### config.mk
export PLATFORM = sky130hd
export DESIGN_NAME = fir_ctrl_regs
export DESIGN_NICKNAME = d
export VERILOG_FILES = /design/src/fir_pkg.sv /design/src/fir_ctrl_regs.sv
export VERILOG_INCLUDE_DIRS = /design/src
export SDC_FILE = /design/constraint.sdc
export NUM_CORES = 1
export LEC_CHECK = 0
export BUFFER_PORTS_ARGS = -buffer_cell sky130_fd_sc_hd__buf_2
export CORE_UTILIZATION = 32
export CTS_BUF_LIST = sky130_fd_sc_hd__clkbuf_4
export DETAILED_ROUTE_END_ITERATION = 8
export PLACE_DENSITY = 0.77
export SYNTH_ARGS = -nofsm -noshare
export SYNTH_HDL_FRONTEND = slang
export SYNTH_SLANG_ARGS = --single-unit
### constraint.sdc
create_clock -name clk -period 2 [get_ports clk]
set_clock_uncertainty 0.1 [all_clocks]
set_input_delay 0.2 -clock clk [delete_from_list [all_inputs] [get_ports clk]]
set_output_delay 0.2 -clock clk [all_outputs]
set_load 0.03 [all_outputs]
### src/fir_settings.svh
// Tap count, datapath widths, control block base address and register map macros
`ifndef FIR_SETTINGS_SVH
`define FIR_SETTINGS_SVH

// --------------------------------------------------
// Filter dimensions
// --------------------------------------------------
`define FIR_NUM_COEFFS 8
`define FIR_COEFF_W 16
`define FIR_SAMPLE_W 16
// 32-bit products plus log2(8) guard bits
`define FIR_ACC_W 35

// --------------------------------------------------
// Control port
// --------------------------------------------------
`define FIR_CTRL_ADDR_W 20
`define FIR_CTRL_DATA_W 32
`define FIR_BASE_ADDR 20'h00100
// Low address bits decoded inside the block
`define FIR_ADDR_W 4

// Register offsets
`define REG_NUM_COEFFS 4'h0
`define REG_LOAD_COEFF 4'h4
`define REG_LOAD_COEFF_LAST 4'h8
`define REG_STATUS 4'hC

`endif

### src/fir_pkg.sv
// Coefficient, sample, I/Q word and control port handshake types
`include "fir_settings.svh"

package fir_pkg;

  // --------------------------------------------------
  // Datapath types
  // --------------------------------------------------

  // One signed Q15 coefficient
  typedef logic signed [`FIR_COEFF_W-1:0] coeff_t;

  // Full coefficient set, index 0 multiplies the newest sample
  typedef coeff_t [`FIR_NUM_COEFFS-1:0] coeff_bank_t;

  // One signed I or Q sample
  typedef logic signed [`FIR_SAMPLE_W-1:0] sample_t;

  // I in the upper half, Q in the lower half
  typedef struct packed {
    sample_t i;
    sample_t q;
  } iq_parts_t;

  // Stream word, seen raw on the ports and split inside the core
  typedef union packed {
    logic [2*`FIR_SAMPLE_W-1:0] raw;
    iq_parts_t                  parts;
  } iq_word_u;

  // Register block to loader write request
  typedef struct packed {
    coeff_t coeff;
    logic   last;
  } coeff_req_t;

  // --------------------------------------------------
  // Control port
  // --------------------------------------------------
  typedef struct packed {
    logic                        wr;
    logic                        rd;
    logic [`FIR_CTRL_ADDR_W-1:0] addr;
    logic [`FIR_CTRL_DATA_W-1:0] data;
  } ctrl_req_t;

  typedef struct packed {
    logic                        ack;
    logic [`FIR_CTRL_DATA_W-1:0] data;
  } ctrl_resp_t;

endpackage

### src/fir_ctrl_regs.sv
// Control port register block with address decode, coefficient write forwarding and read mux
`include "fir_settings.svh"

module fir_ctrl_regs (
  input  logic                clk,
  input  logic                rst,
  input  fir_pkg::ctrl_req_t  ctrl_req,
  output fir_pkg::ctrl_resp_t ctrl_resp,
  output fir_pkg::coeff_req_t coeff_req,
  output logic                coeff_valid,
  input  logic                coeff_ready,
  input  logic                reload_error,
  input  logic                filled
);

  localparam int BLK_W = `FIR_CTRL_ADDR_W - `FIR_ADDR_W;
  localparam logic [`FIR_CTRL_ADDR_W-1:0] BASE = `FIR_BASE_ADDR;

  logic [BLK_W-1:0]            block_addr;
  logic [`FIR_ADDR_W-1:0]      reg_addr;
  logic                        in_block;
  logic                        wr_coeff;
  logic                        wr_last;
  logic                        fast_ack;
  logic                        resp_ack;
  logic [`FIR_CTRL_DATA_W-1:0] resp_data;
  logic [`FIR_CTRL_DATA_W-1:0] rd_data;

  // --------------------------------------------------
  // Address decode
  // --------------------------------------------------

  // Block part selects this instance, byte offset ignored
  assign block_addr = ctrl_req.addr[`FIR_CTRL_ADDR_W-1:`FIR_ADDR_W];
  assign reg_addr   = {ctrl_req.addr[`FIR_ADDR_W-1:2], 2'b00};
  assign in_block   = (block_addr == BASE[`FIR_CTRL_ADDR_W-1:`FIR_ADDR_W]);

  // Writes to either load register go through the loader
  assign wr_last  = in_block && ctrl_req.wr && (reg_addr == `REG_LOAD_COEFF_LAST);
  assign wr_coeff = wr_last ||
                    (in_block && ctrl_req.wr && (reg_addr == `REG_LOAD_COEFF));

  // Everything else in the block answers on the next cycle
  assign fast_ack = in_block && (ctrl_req.rd || (ctrl_req.wr && !wr_coeff));

  // Read mux
  always_comb begin
    case (reg_addr)
      `REG_NUM_COEFFS: rd_data = `FIR_CTRL_DATA_W'(`FIR_NUM_COEFFS);
      // Bit 1 filled, bit 0 sticky reload error
      `REG_STATUS:     rd_data = {{(`FIR_CTRL_DATA_W-2){1'b0}}, filled, reload_error};
      default:         rd_data = '0;
    endcase
  end

  // --------------------------------------------------
  // Handshake state
  // --------------------------------------------------
  always_ff @(posedge clk) begin
    if (rst) begin
      resp_ack    <= 1'b0;
      coeff_valid <= 1'b0;
    end else begin
      // Coefficient write acks only once the loader took the word
      resp_ack <= fast_ack || (coeff_valid && coeff_ready);
      if (coeff_valid && coeff_ready) begin
        coeff_valid <= 1'b0;
      end
      if (wr_coeff) begin
        coeff_valid <= 1'b1;
      end
    end
  end

  // Payload
  always_ff @(posedge clk) begin
    if (wr_coeff) begin
      coeff_req.coeff <= ctrl_req.data[`FIR_COEFF_W-1:0];
      coeff_req.last  <= wr_last;
    end
    // Zero unless a read is being answered
    resp_data <= (in_block && ctrl_req.rd) ? rd_data : '0;
  end

  assign ctrl_resp.ack  = resp_ack;
  assign ctrl_resp.data = resp_data;

endmodule

==> results of run 1 <==
[cells in the final DEF, fill, tap and decap left out]
cell,count
a211oi_2,1
dfxtp_1,5
nor4_4,3
nand2_1,3
clkinv_1,1
xor2_1,1
inv_1,5
dlygate4sd3_1,17
nor4b_2,1
a21oi_1,1
edfxtp_1,17
o21a_1,1
clkbuf_4,3
conb_1,29
nor4b_4,1
nor2_1,1
buf_4,1
nand4_4,1
buf_2,62
nand3b_1,1
nor4_1,3
o32ai_1,1
[kinds of logic after synthesis]
logic type	share of synthesized area, %
buffers and inverters	22.9
DFF	57.3
and+or+nand+nor	15.5
AOI/OAI and AO/OA	3.17
xor gates and xnor gates	0.822
other	0.352
[state kept, by name (all words and copies together) (netlist names)]
register / count
resp_ack: 1
coeff_valid: 1
coeff_req: 17
resp_data: 3
[Yosys cell counts (all sizes together)]
library cell,n
buf,30
edfxtp,17
nor4,6
dfxtp,5
inv,5
nand2,3
nor4b,2
a211oi,1
a21oi,1
conb,1
nand3b,1
nand4,1
nor2,1
o21a,1
o32ai,1
xor2,1
[power breakdown]
part           leakage, µW  internal [µW]  switching, µW
combinational     0.000491           58.1            106
sequential        0.000191            490       0.000771
clock            0.0000154           72.5            115
[worst max-delay path by stage]
stage                          endpoint  slack, ns  depth (start not counted)
after floorplan            coeff_req[0]       0.05                          3
after global placement    coeff_req[16]       0.37                          5
final                      coeff_req[4]       0.69                          5
after detailed placement   coeff_req[4]       0.34                          5
after CTS                  coeff_req[4]       0.66                          5
after global routing      coeff_req[15]       0.63                          5
[stage by stage]
stage / std cells / util (%) / hold slack, ns
2_1_floorplan: 105 / - / 0.165
3_3_place_gp: 182 / 42.5 / 0.277
3_5_place_dp: 182 / 42.5 / 0.279
4_1_cts: 203 / 48.8 / 0.00160
5_1_grt: 203 / 48.8 / 0.00485
6_report: 203 / 48.8 / 0.0211
[cell type report]
| class | instances | area share (%) |
|---|---|---|
| Clock buffer | 3 | 1.49 |
| Clock inverter | 1 | 0.248 |
| Inverter | 5 | 1.24 |
| Multi-Input combinational cell | 48 | 20.9 |
| Sequential cell | 22 | 40.3 |
| Tap cell | 44 | 3.63 |
| Timing Repair Buffer | 80 | 32.2 |
[what timing repair did]
item,4_1_cts,5_1_grt
buffers inserted,0,0
hold buffers,17,0
setup endpoints to repair,0,0
hold endpoints to repair,17,0
[layer usage]
metal  track usage, %  wire [µm]
met3             1.95        280
met5                0          0
met4             3.99          0
met2             22.7       1060
met1             9.41        616
[critical path, cell delays in order]
cell     delay (ns)
buf_2          0.11
nor4_4         0.31
nand4_4        0.20
nor2_1         0.14
buf_4          0.24
==> impl_metrics.yaml, run 1 <==
outcome:
  status: "completed"
flow_run:
  max-cap-violations: 0
grt:
  antenna_found_initial: 0
  grt_pass1_wl_um: 2780
  grt_max_degree: 18
  grtUsageTotal_pct: 10.6
  grt_overflow_total: 0
  grt_pass1_vias: 706
yosys:
  yosysTopAreaCellShare_pct: 47.9
  yosysWarnings: 0
  synthCells: 77
  yosys_register_bits: 22
  synth_area_leaders: "edfxtp_1 48%, buf_4 21%, dfxtp_1 9.4%"
  synth_cell_types: 18
  synth_area_um2: 1070
  avgSynthCellArea_um2: 13.8
  yosysSeqAreaShare_pct: 57.3
  synth_area_leader_cell: "edfxtp_1"
sta:
  finalCritPeriodShare_pct: 65.6
  rsz0062_at_grt: "no"
  finalSetupTns_ns: 0
  finalHoldViolations: 0
  fmax_mhz: 762
  min_period_ns: 1.31
  setup_viol: 0
  worst_slack_ns: 0.688
  finalMaxSlewViolations: 0
floorplan:
  initial_utilization_pct: 34.4
  num_rows: 20
  die_h_um: 59.7
  core_area_um2: 3100
  die_x_um: 59.7
  ioPinCount: 110
  dieArea_um2: 3570
setup_path:
  critical_path_arrival_ns: 1.21
  r2r_end: "resp_ack"
  r2r_cells: 3
  startpoint: "ctrl_req[46]"
  crit_type: "in2reg"
  end_kind: "register"
  r2r-start: "coeff_valid"
  rrSetupSlack_ns: 1.08
  worstPathMaxFanout: 17
  cp.required_ns: 1.90
  worstSetupStartpointType: "input port"
pwr:
  power.density_nw_per_um2: 556
  vdd_drop_max_uv: 190
  fin_total_pwr_uw: 842
  power.leakage_uw: 0.000697
cells_and_area:
  nFillCells: 296
  fin_area_um2: 1520
  nets: 219
  register_area_um2: 611
  num_antenna_cells: 0
  multi_input_area_um2: 317
  final_layout_size_suffix_gt1_share_pct: 45.9
  area_growth_pct: 42.1
routing:
  drtIter0Drc: 8
  viasPerCell: 3.76
  drc_errors: 0
  wire_per_inst_um: 9.63
  postRouteAntennaNets: 0
  first_pass_iters: 2
  wirelength_um: 1960
  vias: 764
cts:
  cts.sinks: 22
  h-tree-depth: 1
  clk_pin_slew_ns: 0.11
  clock_latency_ns: 0.29
  root_buffer: "clkbuf_4"
  cts_buffers: 3
  ctsResizeCount: 0
  cts_tree: "built"
  clockBufferDepth: 2
hold_path:
  holdPathStages: 2
  min_from: "ctrl_req[35]"
  hold_path_end: "resp_data[3]"
  hold_class: "in2reg"
placed_design:
  placed_area_um2: 1320
  gp_congestion: 0.855
  hpwl_um: 1540
  preCtsSetupSlack_ns: 0.336
  numPortBuffers: 62
No activity file was read; power rests on OpenSTA's default activity.
==> inputs of run 2 (changes only) <==
- CORE_UTILIZATION: 32 -> 36
- PLACE_DENSITY: 0.77 -> 0.82
- clock period: 2 -> 1.3 ns (I/O delays scaled with it)
==> run 2 against run 1 <==
  * Sequential share of layout area decreased by 2.2 points
  * Power is 57% higher
  * Non-clock buffer count rose by 9
  * Final cell count down 2.0%
  * Die area shrank 11%
  * Critical path depth decreased by 4
  * Worst setup slack got worse by 0.54 ns
  * Critical path type is now reg2out
  * Worst hold slack worse by 0.0023 ns
  * First-iteration DRC count increased by 25%
  * Final area grew 5.9%
  * Sequential power up 54%
==> impl_metrics.yaml, run 2 (synthesis gave the netlist of run 1 again) <==
pwr:
  power.leakage_uw: 0.000739
  power.density_nw_per_um2: 826
  vdd_drop_max_uv: 665
sta:
  min_period_ns: 1.15
  finalCritPeriodShare_pct: 88.4
  hold_ws_ns: 0.0188
  rsz0062_at_grt: "no"
  fmax_mhz: 870
  setup_viol: 0
  finalSetupTns_ns: 0
  finalHoldViolations: 0
  finalMaxSlewViolations: 0
  worst_slack_ns: 0.150
routing:
  wirelength_um: 2200
  vias: 830
  first_pass_iters: 4
  drc_errors: 0
  wire_per_inst_um: 11.1
  viasPerCell: 4.17
  postRouteAntennaNets: 0
  drtIter0Drc: 10
placed_design:
  preCtsSetupSlack_ns: -0.134
  gp_congestion: 0.800
  numPortBuffers: 62
  hpwl_um: 1610
  dp.cells: 171
  placed_area_um2: 1340
cts:
  h-tree-depth: 1
  clock_latency_ns: 0.30
  cts_tree: "built"
  cts.sinks: 22
  cts_buffers: 3
  root_buffer: "clkbuf_4"
  clk_pin_slew_ns: 0.12
  clockBufferDepth: 2
setup_path:
  cp.depth: 1
  r2r_cells: 3
  startpoint: "coeff_valid"
  cpMaxStageDelayCell: "dfxtp_1"
  worstPathCellList: "buf_2"
  r2r-start: "coeff_valid"
  end_kind: "output pin"
  endpoint: "coeff_valid"
  cp_slowest_stage_delay_ns: 0.40
  rrSetupSlack_ns: 0.31
  worstSetupStartpointType: "register"
  r2r_end: "resp_ack"
  worst-path-buf-inv: 1
  critical_path_arrival_ns: 0.92
  cp.required_ns: 1.07
  worstPathMaxFanout: 4
  crit_type: "reg2out"
  cp_top_family: "flip-flops"
cells_and_area:
  num_antenna_cells: 0
  nFillCells: 229
  largest-register: "coeff_req"
  fin_cells: 199
  largest_reg_flops: 17
  final_common_cell: "buf_2"
  nets: 228
  largestRegisters: "coeff_req (17), resp_data (3)"
  layout_common_cells: "62 x buf_2, 29 x conb_1, 24 x dlygate4sd3_1"
  multi_input_area_um2: 324
  register_area_um2: 611
  area_growth_pct: 50.5
  final_layout_size_suffix_gt1_share_pct: 45.2
  fin_area_um2: 1600
flow_run:
  max-cap-violations: 0
floorplan:
  ioPinCount: 110
  num_rows: 19
  die_x_um: 56.4
  dieArea_um2: 3180
  initial_utilization_pct: 38.3
  die_h_um: 56.4
  core_area_um2: 2780
grt:
  grt_max_degree: 18
  grt_pass1_wl_um: 3600
  antenna_found_initial: 0
  grtUsageTotal_pct: 14.9
  grt_pass1_vias: 818
  grt_overflow_total: 0
outcome:
  status: "completed"
hold_path:
  hold_class: "in2reg"
  min_from: "ctrl_req[35]"
## run 2: cell count changes in the layout (fill, tap and decap cells not counted)
cell           delta
buf_12            +1
buf_4             +1
dlygate4sd3_1     +7
nor2_1            -1
nor2_4            +1
## run 2: repair_timing
| action | CTS | global route |
|---|---|---|
| setup buffers | 0 | 0 |
| hold buffers | 24 | 0 |
| resized for setup | 0 | 0 |
| endpoints found under the hold margin | 21 | 0 |
## run 2: power breakdown
group          leakage [µW]  total [µW]  switching [µW]  internal, µW
Clock             0.0000154         295             183           112
Sequential         0.000191         754         0.00141           754
Combinational      0.000532         276             170           107
Total              0.000739        1330             353           973
## run 2: layout make-up
type                       count  area share [%]
sequential                    22            38.1
timing repair buffer          89            36.5
multi-input combinational     48            20.2
tap                           31            2.42
clock buffer                   3            1.40
inverter                       5            1.17
clock inverter                 1           0.234
## run 2: how the worst min path moves through the flow
| stage | to | slack, ns | depth (start not counted) |
|---|---|---|---|
| 5_1_grt | coeff_valid | 0.008 | 3 |
| 6_report | resp_data[0] | 0.02 | 3 |
| 2_1_floorplan | resp_ack | 0.09 | 1 |
| 3_3_place_gp | coeff_req[12] | 0.21 | 1 |
| 3_5_place_dp | coeff_req[12] | 0.21 | 1 |
| 4_1_cts | resp_data[0] | 0.002 | 3 |
## run 2: metal layers
| layer | wire length, µm | vias to the layer above | global-route usage [%] |
|---|---|---|---|
| met5 | 0 | - | 0 |
| met4 | 37 | 0 | 7.32 |
| li1 | - | 393 | - |
| met3 | 275 | 4 | 5.07 |
| met2 | 1130 | 65 | 27.9 |
| met1 | 754 | 368 | 14.3 |
## run 2: metrics by stage
| step | utilization, % | power [µW] |
|---|---|---|
| 6_report | 57.7 | 1330 |
| 5_1_grt | 57.7 | 1390 |
| 4_1_cts | 57.7 | 1340 |
| 3_3_place_gp | 48.1 | 986 |
| 2_1_floorplan | - | 972 |
| 3_5_place_dp | 48.1 | 989 |
## run 2: worst reg2reg max path, stage by stage (launching register included)
cell and delay, ns:
dfxtp_1 0.40, a21oi_1 0.09, o21a_1 0.11, a211oi_2 0.21
