<file path="src/fir_settings.svh">
// Tap count, datapath widths, control block base address and register map macros
`ifndef FIR_SETTINGS_SVH
`define FIR_SETTINGS_SVH

// --------------------------------------------------
// Filter dimensions
// --------------------------------------------------
`define FIR_NUM_COEFFS 8
`define FIR_COEFF_W 16
`define FIR_SAMPLE_W 16
// 32-bit products plus log2(8) guard bits
`define FIR_ACC_W 35

// --------------------------------------------------
// Control port
// --------------------------------------------------
`define FIR_CTRL_ADDR_W 20
`define FIR_CTRL_DATA_W 32
`define FIR_BASE_ADDR 20'h00100
// Low address bits decoded inside the block
`define FIR_ADDR_W 4

// Register offsets
`define REG_NUM_COEFFS 4'h0
`define REG_LOAD_COEFF 4'h4
`define REG_LOAD_COEFF_LAST 4'h8
`define REG_STATUS 4'hC

`endif

</file>
<file path="src/fir_fill_counter.sv">
// Saturating count of accepted samples and delay line filled flag
`include "fir_settings.svh"

module fir_fill_counter (
  input  logic clk,
  input  logic rst,
  input  logic taken,
  output logic filled
);

  localparam int N = `FIR_NUM_COEFFS;
  localparam int CNT_W = $clog2(N);

  logic [CNT_W-1:0] count;

  // --------------------------------------------------
  // Counter
  // --------------------------------------------------

  // Stops at N-1, filled rises together with the final count
  always_ff @(posedge clk) begin
    if (rst) begin
      count  <= '0;
      filled <= 1'b0;
    end else if (taken && !filled) begin
      count <= count + 1'b1;
      if (count == CNT_W'(N - 2)) begin
        filled <= 1'b1;
      end
    end
  end

endmodule

</file>
<file path="config.mk">
export PLATFORM = sky130hd
export DESIGN_NAME = fir_fill_counter
export DESIGN_NICKNAME = d
export VERILOG_FILES = /design/src/fir_fill_counter.sv
export VERILOG_INCLUDE_DIRS = /design/src
export SDC_FILE = /design/constraint.sdc
export NUM_CORES = 1
export LEC_CHECK = 0
export BUFFER_PORTS_ARGS = -buffer_cell sky130_fd_sc_hd__clkbuf_2
export CAP_MARGIN = 20
export CORE_AREA = 5 5 42 44
export CTS_CLUSTER_SIZE = 28
export DETAILED_ROUTE_END_ITERATION = 16
export DIE_AREA = 0 0 47 49
export PLACE_DENSITY_LB_ADDON = 0.15
export SLEW_MARGIN = 20
export SYNTH_ARGS = -nofsm -noshare
export SYNTH_HDL_FRONTEND = slang
export SYNTH_SLANG_ARGS = --single-unit
</file>
<file path="constraint.sdc">
create_clock -name clk -period 2.4 [get_ports clk]
set_input_delay 0.24 -clock clk [delete_from_list [all_inputs] [get_ports clk]]
set_output_delay 0.24 -clock clk [all_outputs]
set_load 0.02 [all_outputs]
</file>
==> impl_metrics.env, run 1 <==
export IMPL_status="completed"
export IMPL_synth_area_top_cells="dfxtp_1 46%, ha_1 14%, nor2_1 8.6%"
export IMPL_first_global_vias=146
export IMPL_drtAntennaViolNets=0
export IMPL_p_int_uw=134.3
export IMPL_die_area_um2=2303
export IMPL_setup_viol_count_final=0
export IMPL_yosysTopAreaCell="dfxtp_1"
export IMPL_fmax_ghz=0.9921
export IMPL_synth_flop_cell="dfxtp_1"
export IMPL_coreArea_um2=1401
export IMPL_dr_pass1_iters=2
export IMPL_maxCapViolCount=0
export IMPL_nets=30
export IMPL_crit_path_start_kind="flop"
export IMPL_drc=0
export IMPL_mappedNetlistArea_um2=175.2
export IMPL_clk_latency_ns=0.23
export IMPL_multi_input_area_um2=91.34
export IMPL_max_stage_delay_ns=0.35
export IMPL_die_h_um=49
export IMPL_dpl_cell_area_um2=210.2
export IMPL_powerDensity_nw_per_um2=733.7
export IMPL_crit_path_end_kind="output port"
export IMPL_critPathArrivalTime_ns=0.77
export IMPL_relSlewSlack=0.9058
export IMPL_fp_row_count=14
export IMPL_path_class="flop to output port"
export IMPL_ir_drop_v=0.0001984
export IMPL_area_growth_pct=32.86
export IMPL_cts_sinks=4
export IMPL_drtIter0Drc=1
export IMPL_cts_buffers=3
export IMPL_power_uw=170.8
export IMPL_cts_max_level=1
export IMPL_syn_avg_cell_area_um2=10.30
export IMPL_fin_skew_ns=0.0009411
export IMPL_pwr_share_comb=0.089
export IMPL_path_max_fanout=4
export IMPL_hold_buffers=0
export IMPL_die_w_um=47
export IMPL_viasPerCell=3.538
export IMPL_dp_hpwl_um=257.2
export IMPL_cp_cell_sequence="clkbuf_2"
export IMPL_seqCellArea_um2=80.08
export IMPL_critPathSlowestCell="dfxtp_1"
export IMPL_portBuffers=3
export IMPL_path_delay_family="flip-flops"
export IMPL_overflow=0
export IMPL_period_share=0.4200
export IMPL_grt_max_degree=5
export IMPL_required_ns=2.16
export IMPL_setup_ws_ns=1.392
export IMPL_post_drt_wl_per_cell_um=8.051
export IMPL_drive_above_1_share=0.3043
export IMPL_clk_pin_slew_ns=0.04
export IMPL_ys_types=10
export IMPL_antenna_found_initial=0
export IMPL_swShare=0.2137
export IMPL_hold_path_class="input pin to flop"
export IMPL_boundaryPins=4
export IMPL_finalWeightedCongestion=0.7014
export IMPL_fin_setup_tns_ns=0
export IMPL_rsz0062_at_grt="false"
export IMPL_cts_buffer_depth=2
export IMPL_tightest_slew_ns=0.1414
export IMPL_final_hold_viol_count=0
export IMPL_antenna_cells=0
export IMPL_synthArstFlopShare=0
export IMPL_final_util=0.1661
export IMPL_yosys_warnings=0
export IMPL_p_leak_uw=0.0001003
export IMPL_filler_cell_count=168
export IMPL_synth_edf_count=0
export IMPL_grt_first_pass_wirelength_um=579
export IMPL_pre_cts_ws_ns=1.458
export IMPL_grtUsageTotal=0.03876
export IMPL_ys_ff_latch=4
export IMPL_cts_tree="done"
export IMPL_vias=138
export IMPL_post_cts_buffers=0
export IMPL_synth_commonest_cells="4 x dfxtp_1, 4 x nor2_1, 2 x ha_1"
export IMPL_routed_wl_um=314
export IMPL_synth_cells=17
export IMPL_power_switching_uw=36.50
export IMPL_seq_area_frac_synth=0.4571
export IMPL_stdcell_area_um2=232.7
export IMPL_drv_slew=0
export IMPL_cts_resized_gates=0
export IMPL_synth_nets=22
export IMPL_min_period_ns=1.008
export IMPL_root_buffer="clkbuf_4"
export IMPL_crit_buf_inv=1
export IMPL_p_clk_frac=0.479
export IMPL_seq_power_share=0.433
export IMPL_initial_utilization=0.1250
export IMPL_yosys_area_top_type_share=0.4571
## power groups by stage
stage | clock [uW] | sequential, uW | combinational, uW
after floorplan | 0 | 74.5 | 10.9
after global placement | 0 | 74.8 | 15.6
after detailed placement | 0 | 74.9 | 15.4
after CTS | 89.1 | 73.9 | 15.5
after global routing | 93.0 | 74.3 | 17.8
final | 81.7 | 73.9 | 15.1
## registers in the layout, indices dropped and copies added, names as in the netlist
| register | count |
|---|---|
| count | 3 |
| filled | 1 |
## layout by cell type, fill, tap and decap left out
cell,n
nand3b_1,1
xnor2_1,1
xor2_1,1
a211oi_2,1
dfxtp_1,4
clkbuf_2,3
and2b_1,1
nor2_1,4
clkbuf_4,3
ha_1,2
a31oi_1,1
inv_1,1
## kinds of logic (layout without fill, tap and decap cells)
logic type                 count (synthesis)  in the layout  share of synthesized area
DFF                                        4              4                     0.4572
buffers and inverters                      1              7                    0.02141
AOI/OAI and AO/OA                          2              2                     0.1072
xor gates and xnor gates                   2              2                     0.1000
and+or+nand+nor                            6              6                     0.1714
adders and majority gates                  2              2                     0.1428
## routing by layer
metal  vias to the layer above  share of wire  global-route usage
met4                         0              0             0.02765
met1                        65           0.45             0.03744
met5                         -              0                   0
li1                         70              -                   -
met3                         0          0.089             0.04428
met2                         3           0.46             0.04525
## final cells by class
| class | instances | share of cell area |
|---|---|---|
| well taps | 16 | 0.08602 |
| inverters | 1 | 0.01613 |
| repair buffers | 3 | 0.06452 |
| multi-input cells | 12 | 0.3925 |
| flip-flops and latches | 4 | 0.3441 |
| clock buffers | 3 | 0.09677 |
## through the flow
step / instances / hold slack (ns)
after floorplan: 17 / 0.3046
after global placement: 36 / 0.4770
after detailed placement: 36 / 0.4762
after CTS: 39 / 0.2223
after global routing: 39 / 0.2427
final: 39 / 0.2335
## worst paths after layout
kind | from | to | slack, ns | cells after the start
setup / recovery | filled | filled | 1.39 | 1
hold / removal | rst | count[1] | 0.23 | 2
setup reg to reg | count[0] | count[1] | 1.46 | 3
hold reg to reg | filled | filled | 0.51 | 2
Note: power is estimated with default switching activity, not from simulation.
==> inputs of run 2 (changes only) <==
--- a/config.mk
+++ b/config.mk
@@ -6,6 +6,7 @@
 export SDC_FILE = /design/constraint.sdc
 export NUM_CORES = 1
 export LEC_CHECK = 0
+export ABC_AREA = 1
 export BUFFER_PORTS_ARGS = -buffer_cell sky130_fd_sc_hd__clkbuf_2
 export CAP_MARGIN = 20
 export CORE_AREA = 5 5 42 44
==> constraint.sdc (replaced) <==
create_clock -name clk -period 1 [get_ports clk]
set_input_delay 0.1 -clock clk [delete_from_list [all_inputs] [get_ports clk]]
set_output_delay 0.1 -clock clk [all_outputs]
set_load 0.02 [all_outputs]
==> impl_metrics.env, run 2 <==
export IMPL_drtAntennaViolNets=0
export IMPL_post_cts_buffers=0
export IMPL_initial_utilization=0.1437
export IMPL_synth_most_common_cell="nand2_1"
export IMPL_setup_viol_count_final=0
export IMPL_first_global_vias=152
export IMPL_die_h_um=49
export IMPL_dr_pass1_iters=2
export IMPL_fmax_ghz=1.089
export IMPL_synth_nets=33
export IMPL_synth_commonest_cells="6 x nand2_1, 5 x inv_1, 5 x nor2_1"
export IMPL_p_leak_uw=0.0001292
export IMPL_vias=178
export IMPL_post_drt_wl_per_cell_um=7.400
export IMPL_maxCapViolCount=0
export IMPL_portBuffers=3
export IMPL_final_common_cell="nand2_1"
export IMPL_cts_sinks=4
export IMPL_required_ns=0.90
export IMPL_max_stage_delay_ns=0.38
export IMPL_placed_cells=47
export IMPL_path_max_fanout=3
export IMPL_path_class="flop to output port"
export IMPL_nets=41
export IMPL_yosys_warnings=0
export IMPL_hold_buffers=0
export IMPL_cp_cell_sequence="clkbuf_2"
export IMPL_critPathSlowestCell="dfxtp_1"
export IMPL_powerDensity_nw_per_um2=1616
export IMPL_yosys_area_top_type_share=0.3975
export IMPL_synth_area_top_cells="dfxtp_1 40%, ha_1 12%, nand2_1 11%"
export IMPL_synth_cells=28
export IMPL_cts_tree="done"
export IMPL_antenna_cells=0
export IMPL_ys_ff_latch=4
export IMPL_path_delay_family="flip-flops"
export IMPL_layout_top_registers="count (3), filled (1)"
export IMPL_root_buffer="clkbuf_4"
export IMPL_final_util=0.1857
export IMPL_layout_common_cells="6 x nand2_1, 5 x inv_1, 5 x nor2_1"
export IMPL_routed_wl_um=370
export IMPL_p_clk_frac=0.488
export IMPL_grt_first_pass_wirelength_um=634
export IMPL_drtIter0Drc=2
export IMPL_p_int_uw=321.0
export IMPL_top_register="count"
export IMPL_rsz0062_at_grt="false"
export IMPL_die_area_um2=2303
export IMPL_cts_resized_gates=0
export IMPL_fin_setup_tns_ns=0
export IMPL_final_hold_viol_count=0
export IMPL_crit_path_end_kind="output port"
export IMPL_drive_above_1_share=0.2647
export IMPL_crit_buf_inv=1
export IMPL_hold_path_class="input pin to flop"
export IMPL_grtUsageTotal=0.04718
export IMPL_setup_ws_ns=0.08206
export IMPL_relSlewSlack=0.8971
export IMPL_critPathArrivalTime_ns=0.82
export IMPL_fin_cells=50
export IMPL_seq_power_share=0.422
export IMPL_seq_area_frac_synth=0.3975
export IMPL_min_period_ns=0.9179
export IMPL_drv_slew=0
export IMPL_status="completed"
export IMPL_swShare=0.2369
export IMPL_finalWeightedCongestion=0.7473
export IMPL_ys_types=10
export IMPL_overflow=0
export IMPL_power_switching_uw=99.66
export IMPL_viasPerCell=3.560
export IMPL_crit_path_start_kind="flop"
export IMPL_grt_max_degree=5
export IMPL_period_share=0.9179
export IMPL_synth_edf_count=0
export IMPL_pre_cts_ws_ns=0.05273
export IMPL_clk_pin_slew_ns=0.04
export IMPL_yosysTopAreaCell="dfxtp_1"
export IMPL_area_growth_pct=29.19
export IMPL_antenna_found_initial=0
export IMPL_drc=0
export IMPL_mappedNetlistArea_um2=201.4
export IMPL_largest_reg_flops=3
export IMPL_die_w_um=47
export IMPL_syn_avg_cell_area_um2=7.194
export IMPL_pwr_share_comb=0.091
export IMPL_dp_hpwl_um=285.1
export IMPL_fin_skew_ns=0.004865
export IMPL_boundaryPins=4
export IMPL_coreArea_um2=1401
export IMPL_fp_row_count=14
export IMPL_cts_buffer_depth=2
export IMPL_tightest_slew_ns=0.1542
export IMPL_ir_drop_v=0.0004069
export IMPL_cts_buffers=3
export IMPL_synthArstFlopShare=0
export IMPL_cts_max_level=1
export IMPL_synth_flop_cell="dfxtp_1"
export IMPL_whs_ns=0.03269
export IMPL_clk_latency_ns=0.24
## run 2: cell families after synthesis
kind of cell	synth area share
and+or+nand+nor	0.3416
buffers and inverters	0.1118
DFF	0.3975
adders and majority gates	0.1242
AOI/OAI and AO/OA	0.02482
## run 2: power by group through the flow
stage | clock network (uW) | registers, uW | logic [uW]
floorplan | 0 | 178 | 27.8
global placement | 0 | 179 | 38.5
detailed placement | 0 | 179 | 39.0
CTS | 218 | 176 | 39.3
global route | 228 | 178 | 46.8
finish | 205 | 177 | 38.1
## run 2: path summary, 6_finish.rpt
path	startpoint	end	slack [ns]	depth (start not counted)
max reg2reg	count[0]	count[1]	0.09	5
min reg2reg	count[2]	filled	0.48	2
max	filled	filled	0.08	1
min	rst	filled	0.03	2
## run 2: metrics by stage
stage,total power [uW],area [um^2]
after floorplan,205.6,201.4
after global placement,217.3,236.5
after detailed placement,218.0,236.5
after CTS,434.0,259.0
after global routing,453.1,260.3
final,420.7,260.3
## run 2: layout make-up
type,count,area [um^2]
tap,16,20.02
fill,169,1141
inverter,6,22.52
timing repair buffer,3,15.01
clock buffer,3,22.52
sequential,4,81.33
multi-input combinational,18,98.84
## run 2: routing by layer
layer  track usage  up-vias  share of wire  wire length, um
li1              -       96              -                -
met2       0.04072        7           0.31              116
met3       0.05535        4           0.13               47
met1       0.04835       71           0.48              179
met5             0        -              0                0
met4       0.05530        0          0.073               27
==> inputs of run 3 (changes only) <==
==> constraint.sdc (replaced) <==
create_clock -name clk -period 0.9 [get_ports clk]
set_input_delay 0.09 -clock clk [delete_from_list [all_inputs] [get_ports clk]]
set_output_delay 0.09 -clock clk [all_outputs]
set_load 0.02 [all_outputs]
==> impl_metrics.env, run 3 (synthesis gave the netlist of run 2 again) <==
export IMPL_status="completed"
export IMPL_cp_cell_sequence="inv_2 -> ha_4 -> nand2_1 -> nand2_1 -> nor2_1"
export IMPL_tightest_slew_ns=0.1196
export IMPL_root_buffer="clkbuf_4"
export IMPL_relSlewSlack=0.9203
export IMPL_drv_slew=0
export IMPL_dp_hpwl_um=285.1
export IMPL_multi_input_area_um2=111.4
export IMPL_required_ns=1.03
export IMPL_post_drt_wl_per_cell_um=8.120
export IMPL_crit_buf_inv=1
export IMPL_cts_buffers=3
export IMPL_path_delay_family="flip-flops"
export IMPL_path_max_fanout=4
export IMPL_filler_cell_count=170
export IMPL_clk_pin_slew_ns=0.04
export IMPL_crit_path_end_kind="flop"
export IMPL_path_class="flop to flop"
export IMPL_die_area_um2=2303
export IMPL_die_h_um=49
export IMPL_layout_top_registers="count (3), filled (1)"
export IMPL_area_growth_pct=37.89
export IMPL_seqCellArea_um2=83.83
export IMPL_fin_setup_tns_ns=0
export IMPL_period_share=0.9851
export IMPL_fin_skew_ns=0.003762
export IMPL_critPathArrivalTime_ns=1.01
export IMPL_routed_wl_um=406
export IMPL_finalWeightedCongestion=0.7473
export IMPL_powerDensity_nw_per_um2=1726
export IMPL_first_global_vias=151
export IMPL_layout_common_cells="6 x nand2_1, 5 x nor2_1, 4 x inv_1, 4 x clkbuf_4, 3 x dfxtp_2"
export IMPL_grtUsageTotal=0.04718
export IMPL_p_leak_uw=0.0001296
export IMPL_drive_above_1_share=0.3824
export IMPL_hold_path_class="input pin to flop"
export IMPL_clk_latency_ns=0.24
export IMPL_boundaryPins=4
export IMPL_cp_common_cell="nand2_1"
export IMPL_viasPerCell=3.640
export IMPL_maxCapViolCount=0
export IMPL_antenna_cells=0
export IMPL_setup_viol_count_final=0
export IMPL_fmax_ghz=1.128
export IMPL_portBuffers=3
export IMPL_dr_pass1_iters=2
export IMPL_drtIter0Drc=1
export IMPL_max_stage_delay_ns=0.35
export IMPL_min_period_ns=0.8866
export IMPL_vias=182
export IMPL_cts_buffer_depth=2
export IMPL_coreArea_um2=1401
export IMPL_final_hold_viol_count=0
export IMPL_drtAntennaViolNets=0
export IMPL_cts_max_level=1
export IMPL_critPathSlowestCell="dfxtp_2"
export IMPL_drc=0
export IMPL_crit_path_start_kind="flop"
export IMPL_cts_tree="done"
export IMPL_rsz0062_at_grt="true"
export IMPL_ir_drop_v=0.0004584
export IMPL_die_w_um=47
export IMPL_grt_first_pass_wirelength_um=627
export IMPL_whs_ns=0.01869
export IMPL_initial_utilization=0.1437
export IMPL_antenna_found_initial=0
export IMPL_largest_reg_flops=3
export IMPL_nets=41
export IMPL_top_register="count"
export IMPL_overflow=0
export IMPL_final_common_cell="nand2_1"
export IMPL_grt_max_degree=5
export IMPL_cts_sinks=4
export IMPL_fp_row_count=14
[run 3: worst paths after layout]
path,startpoint,end,slack [ns],cells after the start
max,count[0],count[1],0.01,5
min,rst,filled,0.02,2
max reg2reg,count[0],count[1],0.01,5
min reg2reg,count[2],filled,0.48,2
[run 3: area by class of cell]
class,count,share of cell area
Inverter,6,0.08108
Timing Repair Buffer,3,0.06306
Multi-Input combinational cell,18,0.4009
Clock buffer,3,0.08108
Sequential cell,4,0.3018
Tap cell,16,0.07207
[run 3: stage by stage]
stage	total power, uW	instances	setup WS (ns)	util	instance area, um^2
global route	514.7	50	-0.01541	0.1982	277.8
finish	479.5	50	0.01343	0.1982	277.8
floorplan	228.4	28	0.01656	-	201.4
detailed placement	242.3	47	-0.04727	0.1688	236.5
CTS	483.3	50	0.003677	0.1884	264.0
global placement	241.4	47	-0.02705	0.1688	236.5
[run 3: timing repair]
item	CTS	global route
buffers inserted	0	0
cloned	0	0
hold buffers	0	0
pin swaps	1	3
endpoints found under the setup margin	2	2
resized for setup	3	3
[run 3: power breakdown]
part	internal (uW)	switching, uW	total [uW]
combinational	23.5	27.3	50.8
sequential	190	11.5	201
clock	149	77.8	227
total	363	117	479
[run 3: per-layer routing]
metal / share of wire / track usage / vias to the layer above
li1: - / - / 96
met1: 0.47 / 0.04835 / 75
met2: 0.34 / 0.04072 / 7
met3: 0.11 / 0.05535 / 4
met4: 0.067 / 0.05530 / 0
met5: 0 / 0 / -
