## src/fir_settings.svh

```systemverilog
// Tap count, datapath widths, control block base address and register map macros
`ifndef FIR_SETTINGS_SVH
`define FIR_SETTINGS_SVH

// --------------------------------------------------
// Filter dimensions
// --------------------------------------------------
`define FIR_NUM_COEFFS 8
`define FIR_COEFF_W 16
`define FIR_SAMPLE_W 16
// 32-bit products plus log2(8) guard bits
`define FIR_ACC_W 35

// --------------------------------------------------
// Control port
// --------------------------------------------------
`define FIR_CTRL_ADDR_W 20
`define FIR_CTRL_DATA_W 32
`define FIR_BASE_ADDR 20'h00100
// Low address bits decoded inside the block
`define FIR_ADDR_W 4

// Register offsets
`define REG_NUM_COEFFS 4'h0
`define REG_LOAD_COEFF 4'h4
`define REG_LOAD_COEFF_LAST 4'h8
`define REG_STATUS 4'hC

`endif

```

## src/fir_pkg.sv

```systemverilog
// Coefficient, sample, I/Q word and control port handshake types
`include "fir_settings.svh"

package fir_pkg;

  // --------------------------------------------------
  // Datapath types
  // --------------------------------------------------

  // One signed Q15 coefficient
  typedef logic signed [`FIR_COEFF_W-1:0] coeff_t;

  // Full coefficient set, index 0 multiplies the newest sample
  typedef coeff_t [`FIR_NUM_COEFFS-1:0] coeff_bank_t;

  // One signed I or Q sample
  typedef logic signed [`FIR_SAMPLE_W-1:0] sample_t;

  // I in the upper half, Q in the lower half
  typedef struct packed {
    sample_t i;
    sample_t q;
  } iq_parts_t;

  // Stream word, seen raw on the ports and split inside the core
  typedef union packed {
    logic [2*`FIR_SAMPLE_W-1:0] raw;
    iq_parts_t                  parts;
  } iq_word_u;

  // Register block to loader write request
  typedef struct packed {
    coeff_t coeff;
    logic   last;
  } coeff_req_t;

  // --------------------------------------------------
  // Control port
  // --------------------------------------------------
  typedef struct packed {
    logic                        wr;
    logic                        rd;
    logic [`FIR_CTRL_ADDR_W-1:0] addr;
    logic [`FIR_CTRL_DATA_W-1:0] data;
  } ctrl_req_t;

  typedef struct packed {
    logic                        ack;
    logic [`FIR_CTRL_DATA_W-1:0] data;
  } ctrl_resp_t;

endpackage

```

## src/fir_coeff_loader.sv

```systemverilog
// Coefficient reload FSM with shadow bank, active bank commit and malformed load detection
`include "fir_settings.svh"

module fir_coeff_loader (
  input  logic                 clk,
  input  logic                 rst,
  input  fir_pkg::coeff_req_t  coeff_req,
  input  logic                 coeff_valid,
  output logic                 coeff_ready,
  output fir_pkg::coeff_bank_t bank,
  output logic                 reload_error
);

  localparam int N = `FIR_NUM_COEFFS;
  // Counts up to N so an overlong load is still caught
  localparam int CNT_W = $clog2(N + 1);

  // Impulse, max positive value at tap 0
  localparam fir_pkg::coeff_bank_t IMPULSE =
    {{((N-1)*`FIR_COEFF_W){1'b0}}, 1'b0, {(`FIR_COEFF_W-1){1'b1}}};

  typedef enum logic [1:0] {
    IDLE,
    LOAD,
    COMMIT
  } state_t;

  state_t               state;
  logic [CNT_W-1:0]     count;
  logic                 commit_ok;
  logic                 accept;
  logic                 count_ok;
  fir_pkg::coeff_bank_t shadow;

  // Stall the register block during the commit cycle
  assign coeff_ready = (state != COMMIT);
  assign accept      = coeff_valid && coeff_ready;
  // Last word completes a full set only after N-1 plain words
  assign count_ok    = (count == CNT_W'(N - 1));

  // --------------------------------------------------
  // FSM
  // --------------------------------------------------
  always_ff @(posedge clk) begin
    if (rst) begin
      state        <= IDLE;
      count        <= '0;
      commit_ok    <= 1'b0;
      reload_error <= 1'b0;
      bank         <= IMPULSE;
    end else begin
      case (state)
        IDLE, LOAD: begin
          if (accept && coeff_req.last) begin
            state     <= COMMIT;
            count     <= '0;
            commit_ok <= count_ok;
            if (!count_ok) begin
              reload_error <= 1'b1;
            end
          end else if (accept) begin
            state <= LOAD;
            if (count != CNT_W'(N)) begin
              count <= count + 1'b1;
            end
          end
        end
        COMMIT: begin
          // Bad loads leave the previous bank in place
          if (commit_ok) begin
            bank <= shadow;
          end
          state <= IDLE;
        end
        default: state <= IDLE;
      endcase
    end
  end

  // Shift in from the top so the first word lands at tap 0
  always_ff @(posedge clk) begin
    if (accept) begin
      shadow <= {coeff_req.coeff, shadow[N-1:1]};
    end
  end

endmodule

```

## config.mk

```make
export PLATFORM = sky130hd
export DESIGN_NAME = fir_coeff_loader
export DESIGN_NICKNAME = d
export VERILOG_FILES = /design/src/fir_pkg.sv /design/src/fir_coeff_loader.sv
export VERILOG_INCLUDE_DIRS = /design/src
export SDC_FILE = /design/constraint.sdc
export NUM_CORES = 1
export LEC_CHECK = 0
export BUFFER_PORTS_ARGS = -buffer_cell sky130_fd_sc_hd__buf_2
export CORE_ASPECT_RATIO = 1.2
export CORE_MARGIN = 4
export CORE_UTILIZATION = 51
export DETAILED_ROUTE_END_ITERATION = 8
export PLACE_DENSITY_LB_ADDON = 0.3
export SYNTH_ARGS = -nofsm -noshare
export SYNTH_HDL_FRONTEND = slang
export SYNTH_SLANG_ARGS = --single-unit
```

## constraint.sdc

```tcl
create_clock -name clk -period 7.95 [get_ports clk]
set_clock_uncertainty 0.15 [all_clocks]
set_input_delay 0.3975 -clock clk [delete_from_list [all_inputs] [get_ports clk]]
set_output_delay 0.3975 -clock clk [all_outputs]
set_load 0.01 [all_outputs]
```

==> results of run 1 <==
[metrics by stage]
| stage | power, mW | setup WS [ns] | hold slack, ns |
|---|---|---|---|
| floorplan | 1.552 | 3.836 | 0.2762 |
| global placement | 1.569 | 5.306 | 0.2795 |
| detailed placement | 1.571 | 5.288 | 0.2829 |
| CTS | 2.650 | 5.292 | 0.01842 |
| global route | 2.719 | 5.141 | 0.02623 |
| finish | 2.619 | 5.275 | 0.04462 |
[flip-flops by register name, summed over array words and instances, names as in the netlist]
signal	count
reload_error	1
state	2
shadow	128
count	4
bank	128
commit_ok	1
[final cells by class]
| cell class | count | area (um2) | share of cell area |
|---|---|---|---|
| flip-flops and latches | 264 | 6566 | 0.6302 |
| multi-input cells | 420 | 1873 | 0.1798 |
| repair buffers | 171 | 955.9 | 0.09174 |
| clock buffers | 31 | 668.1 | 0.06412 |
| well taps | 216 | 270.3 | 0.02594 |
| clock inverters | 15 | 71.32 | 0.006844 |
| inverters | 4 | 15.01 | 0.001441 |
[power groups by stage]
stage	Clock, mW	Combinational (mW)	Sequential [mW]
global placement	0	0.0418	1.53
CTS	1.10	0.0483	1.50
finish	1.07	0.0478	1.50
detailed placement	0	0.0419	1.53
global route	1.16	0.0531	1.50
floorplan	0	0.0271	1.52
[logic make-up (layout without fill, tap and decap cells)]
kind of cell	count (synthesis)	after routing	share of synthesized area
adder cells (fa/ha/maj)	2	2	0.002842
multiplexers	1	1	0.001279
flip-flops	264	264	0.7460
buffers and inverters	48	221	0.04236
AND/OR/NAND/NOR	293	293	0.1363
AO/OA/AOI/OAI	124	124	0.07122
[path summary, 6_finish.rpt]
check	depth (start not counted)	endpoint	slack (ns)
max	4	shadow[26]$_DFFE_PP_	5.27
min	3	state[1]$_SDFFE_PP0P_	0.04
max reg2reg	3	shadow[26]$_DFFE_PP_	5.34
min reg2reg	0	shadow[83]$_DFFE_PP_	0.29
[layer usage]
metal,share of wire,GRT usage
met2,0.48,0.2683
met4,0.019,0.04853
met1,0.42,0.2205
met5,0,0
met3,0.080,0.05162
[worst reg2reg max path: cells and delay by family, from the launching register on]
kind          cells  cell delay (ns)
flops             1             0.33
simple gates      2             0.78
buf+inv           1             0.92
[layout by cell type, fill, tap and decap left out, drive strengths merged]
| cell type | synthesis | layout |
|---|---|---|
| nand2b | 2 | 2 |
| nor2b | 1 | 1 |
| nor3 | 1 | 1 |
| nand4b | 1 | 1 |
| and4bb | 1 | 1 |
| nor4 | 1 | 1 |
| nand2 | 258 | 258 |
| nand3 | 4 | 4 |
| a31oi | 2 | 2 |
| inv | 4 | 5 |
| nand3b | 16 | 16 |
| buf | 31 | 154 |
| clkbuf | 13 | 31 |
| nor2 | 6 | 6 |
| or2 | 1 | 1 |
| dlygate4sd3 | 0 | 17 |
| and2 | 1 | 1 |
| a2111oi | 1 | 1 |
| a21oi | 117 | 117 |
| ha | 2 | 2 |
| clkinv | 0 | 14 |
| mux2 | 1 | 1 |
| edfxtp | 128 | 128 |
| dfxtp | 136 | 136 |
| o21ai | 4 | 4 |
==> summary.txt, run 1 <==
Floorplanning
  • Core area: 16920 um2
  • Ports: 150
  • Die ar.: 19430 um2
  • Die X: 127.9 um
  • Initial Utilization: 0.5203
  • Row cnt: 52
  • Die Ht: 151.9 um

GRT
  • Global-route wire length before repair: 27120 um
  • Congestion Overflow GR: 0
  • Largest net degree at the start of global routing: 102
  • Number of global-route vias before repair: 5434
  • Initial antenna violation count: 0
  • All-Layer GR Usage: 0.1674

Clocking
  • Clock sinks: 264
  • H-tree depth: 1
  • Hold_buf cts: 17
  • Worst-Skew Late Latency: 0.51 ns
  • CTS root buf: clkbuf_16
  • Clock transition at path regs: 0.06 ns
  • CTS buffer count: 25
  • CTS tree: yes
  • Setup Buffers After CTS: 0
  • CTS Buffer Depth: 3
  • Post_cts resized: 0

Layout
  • Post-route insts no fill: 1121
  • Fill cells: 1374
  • Finished Core Util: 0.6160
  • Antenna cells: 0
  • Final Cell Area: 10420 um2
  • Net count, final: 908
  • Layout cells sized above 1: 0.2166
  • P&R area growth vs syn: 18.38%

Yosys
  • Synth area leaders: edfxtp_1 44%, dfxtp_1 31%, nand2_1 11%
  • Top_reg_cell synth: dfxtp_1
  • Post-synthesis async set-or-reset flop share: 0
  • Sequential area share after synthesis: 0.7460
  • #FFs+latches synth: 264
  • Syn. warnings: 0
  • Cell area after synthesis: 8802 um2
  • Yosys top cell area share: 0.4367
  • Syn avg cell area: 12.02 um2
  • Most frequent cell after synthesis: nand2_1
  • Post-synth cell types: 28
  • Top cell type by total area after synthesis: edfxtp_1
  • Post-synth EDFFs: 128
  • Post-Syn Nets: 754
  • Most frequent cells after synthesis: 258 x nand2_1, 136 x dfxtp_1, 128 x edfxtp_1
  • Post-Syn Instances: 732

Power and ir drop
  • Logic pwr share: 0.018
  • Sw Share: 0.2025
  • NetSw: 530.5 uW
  • Leak: 3.982 nW
  • Clk network pwr share: 0.409
  • Internal: 2.089 mW
  • Flop pwr share: 0.573
  • Pwr/cell area: 251.4 nW/um2
  • Peak supply drop: 224.6 uV

Drt
  • Vias: 5539
  • Avg Vias per Cell: 4.941
  • Post-route DRC violation count: 0
  • Initial DRT Pass Iterations: 4
  • Aggregate routed wire length: 16630 um
  • Antenna-violating nets left: 0
  • Wire per inst: 14.83 um
  • DRT iter0 DRCs: 324

STA
  • Tmin final: 2.675 ns
  • Final Slew Violations: 0
  • Slew @ Worst Pin: 1.029 ns
  • Fin. Hold Viols: 0
  • Final Setup Violations: 0
  • Highest Clock Rate: 0.3738 GHz
  • Relative max-transition margin: 0.3140
  • Tcrit/Tclk final: 0.3365
  • RSZ-0062 raised after global routing: no
  • TNS Setup: 0 ns

Place
  • Dpl hpwl: 9712 um
  • GP Congestion: 0.7459
  • Cell Count Post-Placement: 1058
  • Buffers added on ports: 149
  • Dpl cell area: 9510 um2

Worst setup path
  • Critical path type: in2reg
  • Worst Path Buf+Inv: 3
  • Cell chain of the critical path: dlygate4sd3_1 -> buf_2 -> and2_4 -> buf_4
  • Slowest cell on crit path: buf_4
  • RR Startpoint: state[0]$_SDFFE_PP0P_
  • Worst path top cell family by delay: buffers and inverters
  • Worst setup EP type: flop
  • Worst Path Required: 7.93 ns
  • Worst setup path start: coeff_valid
  • Startpoint Class: primary input
  • CP peak stage delay: 0.88 ns
  • CP Data Arrival Time: 2.65 ns
  • Critical path peak fanout: 77

Worst hold path
  • Worst hold path type: in2reg
  • Hold Startpoint: coeff_req[0]

Flow run
  • Max Cap Violations: 0

Status
  • Status: completed
Note: power is estimated with default switching activity, not from simulation.
==> run 2: changes to the inputs <==
Clock period 7.95 ns to 2.5 ns, I/O delays scaled along.
==> run 2 against run 1 <==
  * Sequential power rose to 3.2 times the previous value
  * Cell count rose by 0.54%
  * First-iteration DRC count rose by 14%
  * Routed wire length rose by 2.3%
  * Worst hold slack got worse by 0.012 ns
  * Combinational power rose to 3.4 times the previous value
  * Largest cell class unchanged
==> summary.txt, run 2 (synthesis results as in run 1) <==
Layout
  • Commonest non-fill, non-tap cells in the layout: 258 x nand2_1, 148 x buf_2, 136 x dfxtp_1
  • P&R area growth vs syn: 20.63%
  • Finished Core Util: 0.6277
  • Layout cells sized above 1: 0.2239
  • Commonest non-fill, non-tap cell in the layout: nand2_1
  • Net count, final: 914
  • Regs by FF count: bank (128), shadow (128), count (4)
  • Fill cells: 1356
  • Antenna cells: 0

Flow run
  • Max Cap Violations: 0

Clocking
  • Post_cts resized: 0
  • Clock transition at path regs: 0.06 ns
  • CTS tree: yes
  • CTS buffer count: 25
  • CTS root buf: clkbuf_16
  • H-tree depth: 1
  • Clock sinks: 264
  • CTS Buffer Depth: 3
  • Worst-Skew Late Latency: 0.51 ns

Power and ir drop
  • NetSw: 1.683 mW
  • Internal: 6.947 mW
  • Peak supply drop: 588.2 uV
  • Flop pwr share: 0.552
  • Leak: 4.072 nW
  • Clk network pwr share: 0.429
  • Logic pwr share: 0.019
  • Pwr/cell area: 812.8 nW/um2
  • Sw Share: 0.1951

Floorplanning
  • Ports: 150
  • Die Ht: 151.9 um
  • Die ar.: 19430 um2
  • Die X: 127.9 um
  • Initial Utilization: 0.5203
  • Row cnt: 52
  • Core area: 16920 um2

Drt
  • DRT iter0 DRCs: 369
  • Aggregate routed wire length: 17010 um
  • Vias: 5635
  • Post-route DRC violation count: 0
  • Antenna-violating nets left: 0
  • Avg Vias per Cell: 5.000
  • Wire per inst: 15.10 um
  • Initial DRT Pass Iterations: 5

STA
  • Relative max-transition margin: 0.4886
  • TNS Setup: 0 ns
  • Min Hold Slack: 0.03312 ns
  • Final Slew Violations: 0
  • Tmin final: 1.798 ns
  • Slew @ Worst Pin: 0.7671 ns
  • Highest Clock Rate: 0.5562 GHz
  • Tcrit/Tclk final: 0.7191
  • Setup WS post-layout: 0.7022 ns
  • RSZ-0062 raised after global routing: no
  • Fin. Hold Viols: 0
  • Final Setup Violations: 0

Place
  • Buffers added on ports: 149
  • Post-Place Setup Slack: 0.7655 ns
  • GP Congestion: 0.7644
  • Dpl hpwl: 10230 um

Worst setup path
  • Worst Path Buf+Inv: 1
  • Slowest cell on crit path: dfxtp_1
  • Startpoint Class: flop
  • Worst setup EP type: flop
  • Critical path type: reg2reg
  • CP Data Arrival Time: 2.08 ns
  • Worst path top cell family by delay: simple AND/OR/NAND/NOR gates
  • CP peak stage delay: 0.41 ns
  • Worst Path Required: 2.78 ns
  • Cell chain of the critical path: nand2b_2 -> nor2_4 -> buf_12 -> nand2_1 -> a21oi_1
  • Critical path peak fanout: 101

GRT
  • All-Layer GR Usage: 0.1700
  • Number of global-route vias before repair: 5426
  • Initial antenna violation count: 0
  • Congestion Overflow GR: 0
  • Global-route wire length before repair: 27560 um
  • Largest net degree at the start of global routing: 102

Status
  • Status: completed

Worst hold path
  • Worst hold path type: in2reg
==> run 2: final timing paths <==
path | startpoint | end | slack [ns] | depth (start not counted)
min | rst | bank[79]$_SDFFE_PP0P_ | 0.03 | 2
max | state[1]$_SDFFE_PP0P_ | bank[116]$_SDFFE_PP0P_ | 0.70 | 5
max reg2reg | state[1]$_SDFFE_PP0P_ | bank[116]$_SDFFE_PP0P_ | 0.70 | 5
min reg2reg | shadow[17]$_DFFE_PP_ | shadow[1]$_DFFE_PP_ | 0.29 | 0
==> run 2: per-layer routing <==
metal | vias to the layer above | wire [um] | global-route usage
met4 | 0 | 242 | 0.04247
li1 | 2792 | - | -
met3 | 21 | 1278 | 0.04670
met1 | 2659 | 7238 | 0.2260
met5 | - | 0 | 0
met2 | 163 | 8254 | 0.2778
==> run 2: timing repair <==
| item | in CTS | in global routing |
|---|---|---|
| hold endpoints to repair | 24 | 0 |
| buffers inserted | 0 | 0 |
| hold buffers | 19 | 0 |
==> run 2: metrics by stage <==
stage                     cell area (um2)  instances  total power [mW]
after floorplan                      8805        732             4.924
after global placement               9603       1062             4.999
after detailed placement             9603       1062             5.005
after CTS                           10620       1127             8.725
after global routing                10620       1127             8.929
final                               10620       1127             8.630
==> run 2: power by group through the flow <==
stage	Combinational [mW]	Clock, mW	Sequential [mW]
after floorplan	0.0873	0	4.84
after global placement	0.142	0	4.86
after detailed placement	0.143	0	4.86
after CTS	0.165	3.79	4.77
after global routing	0.181	3.97	4.78
final	0.163	3.70	4.77
==> run 2: area by class of cell <==
class                           instances  area [um2]  area share
Clock inverter                          8       68.82    0.006481
Clock buffer                           38       755.7     0.07118
Tap cell                              216       270.3     0.02545
Inverter                                4       15.01    0.001414
Sequential cell                       264        6566      0.6184
Multi-Input combinational cell        420        1873      0.1764
Timing Repair Buffer                  177        1069      0.1006
==> run 3: changes to the inputs <==
Settings changed: ABC_AREA set to 1, CORE_UTILIZATION 51 to 50.
Clock period 2.5 ns to 1.6 ns, I/O delays scaled along.
==> run 3 against run 2 <==
  * Synthesized cell count increased by 2.2%
  * First-iteration DRC count decreased by 1.1%
  * Total power increased by 56%
  * Largest power group unchanged
==> summary.txt, run 3 <==
Power and ir drop
  • Internal: 10.67 mW
  • Sw Share: 0.2054
  • Leak: 4.177 nW
  • Logic pwr share: 0.029
  • Peak supply drop: 1013 uV
  • Flop pwr share: 0.558
  • Pwr/cell area: 1255 nW/um2
  • Pwr Total: 13.43 mW
  • NetSw: 2.758 mW
  • Clk network pwr share: 0.413

Place
  • Buffers added on ports: 149
  • Cell Count Post-Placement: 1086
  • Post-Place Setup Slack: 0.1432 ns
  • Dpl hpwl: 10130 um
  • GP Congestion: 0.7388

Yosys
  • Sequential area share after synthesis: 0.7584
  • Post-synth cell types: 18
  • Post-synth EDFFs: 128
  • Top cell type by total area after synthesis: edfxtp_1
  • Most frequent cell after synthesis: nand2_1
  • Yosys top cell area share: 0.4439
  • #FFs+latches synth: 264
  • Most frequent cells after synthesis: 271 x nand2_1, 136 x dfxtp_1, 128 x edfxtp_1
  • Cell area after synthesis: 8658 um2
  • Syn avg cell area: 11.58 um2
  • Post-Syn Nets: 770
  • Syn. warnings: 0
  • Post-Syn Instances: 748
  • Post-synthesis async set-or-reset flop share: 0
  • Synth area leaders: edfxtp_1 44%, dfxtp_1 31%, nand2_1 12%
  • Top_reg_cell synth: dfxtp_1

GRT
  • Global-route wire length before repair: 27510 um
  • Largest net degree at the start of global routing: 105
  • Initial antenna violation count: 0
  • Congestion Overflow GR: 0
  • Number of global-route vias before repair: 5576
  • All-Layer GR Usage: 0.1684

Floorplanning
  • Die Ht: 152.2 um
  • Initial Utilization: 0.5118
  • Row cnt: 52
  • Core area: 16920 um2
  • Ports: 150
  • Die X: 128.1 um
  • Die ar.: 19490 um2

STA
  • Min Hold Slack: 0.1286 ns
  • Setup WS post-layout: 0.1462 ns
  • Tcrit/Tclk final: 0.9086
  • Relative max-transition margin: 0.6567
  • Final Slew Violations: 0
  • Highest Clock Rate: 0.6878 GHz
  • RSZ-0062 raised after global routing: no
  • Slew @ Worst Pin: 0.5149 ns
  • Fin. Hold Viols: 0
  • Final Setup Violations: 0
  • Tmin final: 1.454 ns

Clocking
  • CTS Buffer Depth: 3
  • CTS tree: yes
  • Clock sinks: 264
  • CTS root buf: clkbuf_16
  • CTS buffer count: 25
  • H-tree depth: 1
  • Worst-Skew Late Latency: 0.50 ns
  • Clock transition at path regs: 0.06 ns

Layout
  • Net count, final: 939
  • Commonest non-fill, non-tap cell in the layout: nand2_1
  • FF+latch area: 6573 um2
  • Post-route insts no fill: 1150
  • P&R area growth vs syn: 23.57%
  • Antenna cells: 0
  • Multi-input gate area: 1833 um2
  • Fill cells: 1336
  • Layout cells sized above 1: 0.2238
  • Finished Core Util: 0.6325
  • Commonest non-fill, non-tap cells in the layout: 270 x nand2_1, 148 x buf_2, 133 x dfxtp_1
  • Regs by FF count: bank (128), shadow (128), count (4)

Worst setup path
  • Critical path type: reg2reg
  • CP Data Arrival Time: 1.51 ns
  • Critical path peak fanout: 23
  • Worst Path Required: 1.65 ns
  • Startpoint Class: flop
  • Worst setup EP type: flop

Drt
  • DRT iter0 DRCs: 365
  • Avg Vias per Cell: 5.000
  • Antenna-violating nets left: 0
  • Wire per inst: 14.61 um
  • Initial DRT Pass Iterations: 4
  • Aggregate routed wire length: 16800 um
  • Post-route DRC violation count: 0
  • Vias: 5750

Worst hold path
  • Worst hold path type: in2reg

Flow run
  • Max Cap Violations: 0

Status
  • Status: completed
## run 3: cell count changes in the layout (fill, tap and decap cells not counted), sizes merged, moves of 4 or more
cell,change
inv,+11
clkbuf,-4
nor2,+5
nand3b,-16
nand3,+17
buf,+6
nand2,+13
## run 3: final cells by class
| class | instances | area share |
|---|---|---|
| timing repair buffer | 184 | 0.1111 |
| tap | 216 | 0.02526 |
| clock buffer | 34 | 0.06350 |
| multi-input combinational | 426 | 0.1713 |
| clock inverter | 10 | 0.008654 |
| inverter | 16 | 0.005847 |
| sequential | 264 | 0.6143 |
## run 3: power by group through the flow
stage / combinational, mW / sequential (mW) / clock [mW]
floorplan: 0.184 / 7.62 / 0
global placement: 0.353 / 7.63 / 0
detailed placement: 0.359 / 7.63 / 0
CTS: 0.398 / 7.49 / 5.67
global route: 0.440 / 7.51 / 5.97
finish: 0.396 / 7.49 / 5.55
## run 3: critical path, cell delays in order, from the launching register on
cell,delay [ns]
dfxtp_2,0.33
inv_2,0.06
a21oi_4,0.21
buf_12,0.20
buf_12,0.18
## run 3: path summary, 6_finish.rpt
check | depth (start not counted) | start | slack (ns) | end
max | 4 | state[0]$_SDFFE_PP0P_ | 0.15 | shadow[57]$_DFFE_PP_
min | 2 | coeff_req[15] | 0.13 | shadow[126]$_DFFE_PP_
max reg2reg | 4 | state[0]$_SDFFE_PP0P_ | 0.15 | shadow[57]$_DFFE_PP_
min reg2reg | 2 | shadow[6]$_DFFE_PP_ | 0.29 | bank[6]$_SDFFE_PP1P_
## run 3: cell families (layout without fill, tap and decap cells)
group                      Yosys count  in the layout  share of synthesized area
and+or+nand+nor                    305            305                     0.1364
AOI/OAI and AO/OA                  119            119                    0.06936
DFF                                264            264                     0.7584
buffers and inverters               58            244                    0.03295
adders and majority gates            2              2                   0.002890
## run 3: per-layer routing
metal | global-route usage | routed length [um]
met5 | 0 | 0
met4 | 0.03539 | 259
met1 | 0.2313 | 7181
met2 | 0.2676 | 7912
met3 | 0.05049 | 1444
## run 3: timing repair
| item | 4_1_cts | 5_1_grt |
|---|---|---|
| gates resized for setup | 0 | 6 |
| buffers inserted | 0 | 0 |
| hold buffers | 20 | 0 |
| setup endpoints to repair | 0 | 2 |
| endpoints found under the hold margin | 33 | 0 |
## run 3: stage by stage
step	cell area, um2	TNS (ns)
4_1_cts	10680	0
6_report	10700	0
3_5_place_dp	9712	0
2_1_floorplan	8671	-189.75
5_1_grt	10700	0
3_3_place_gp	9712	0
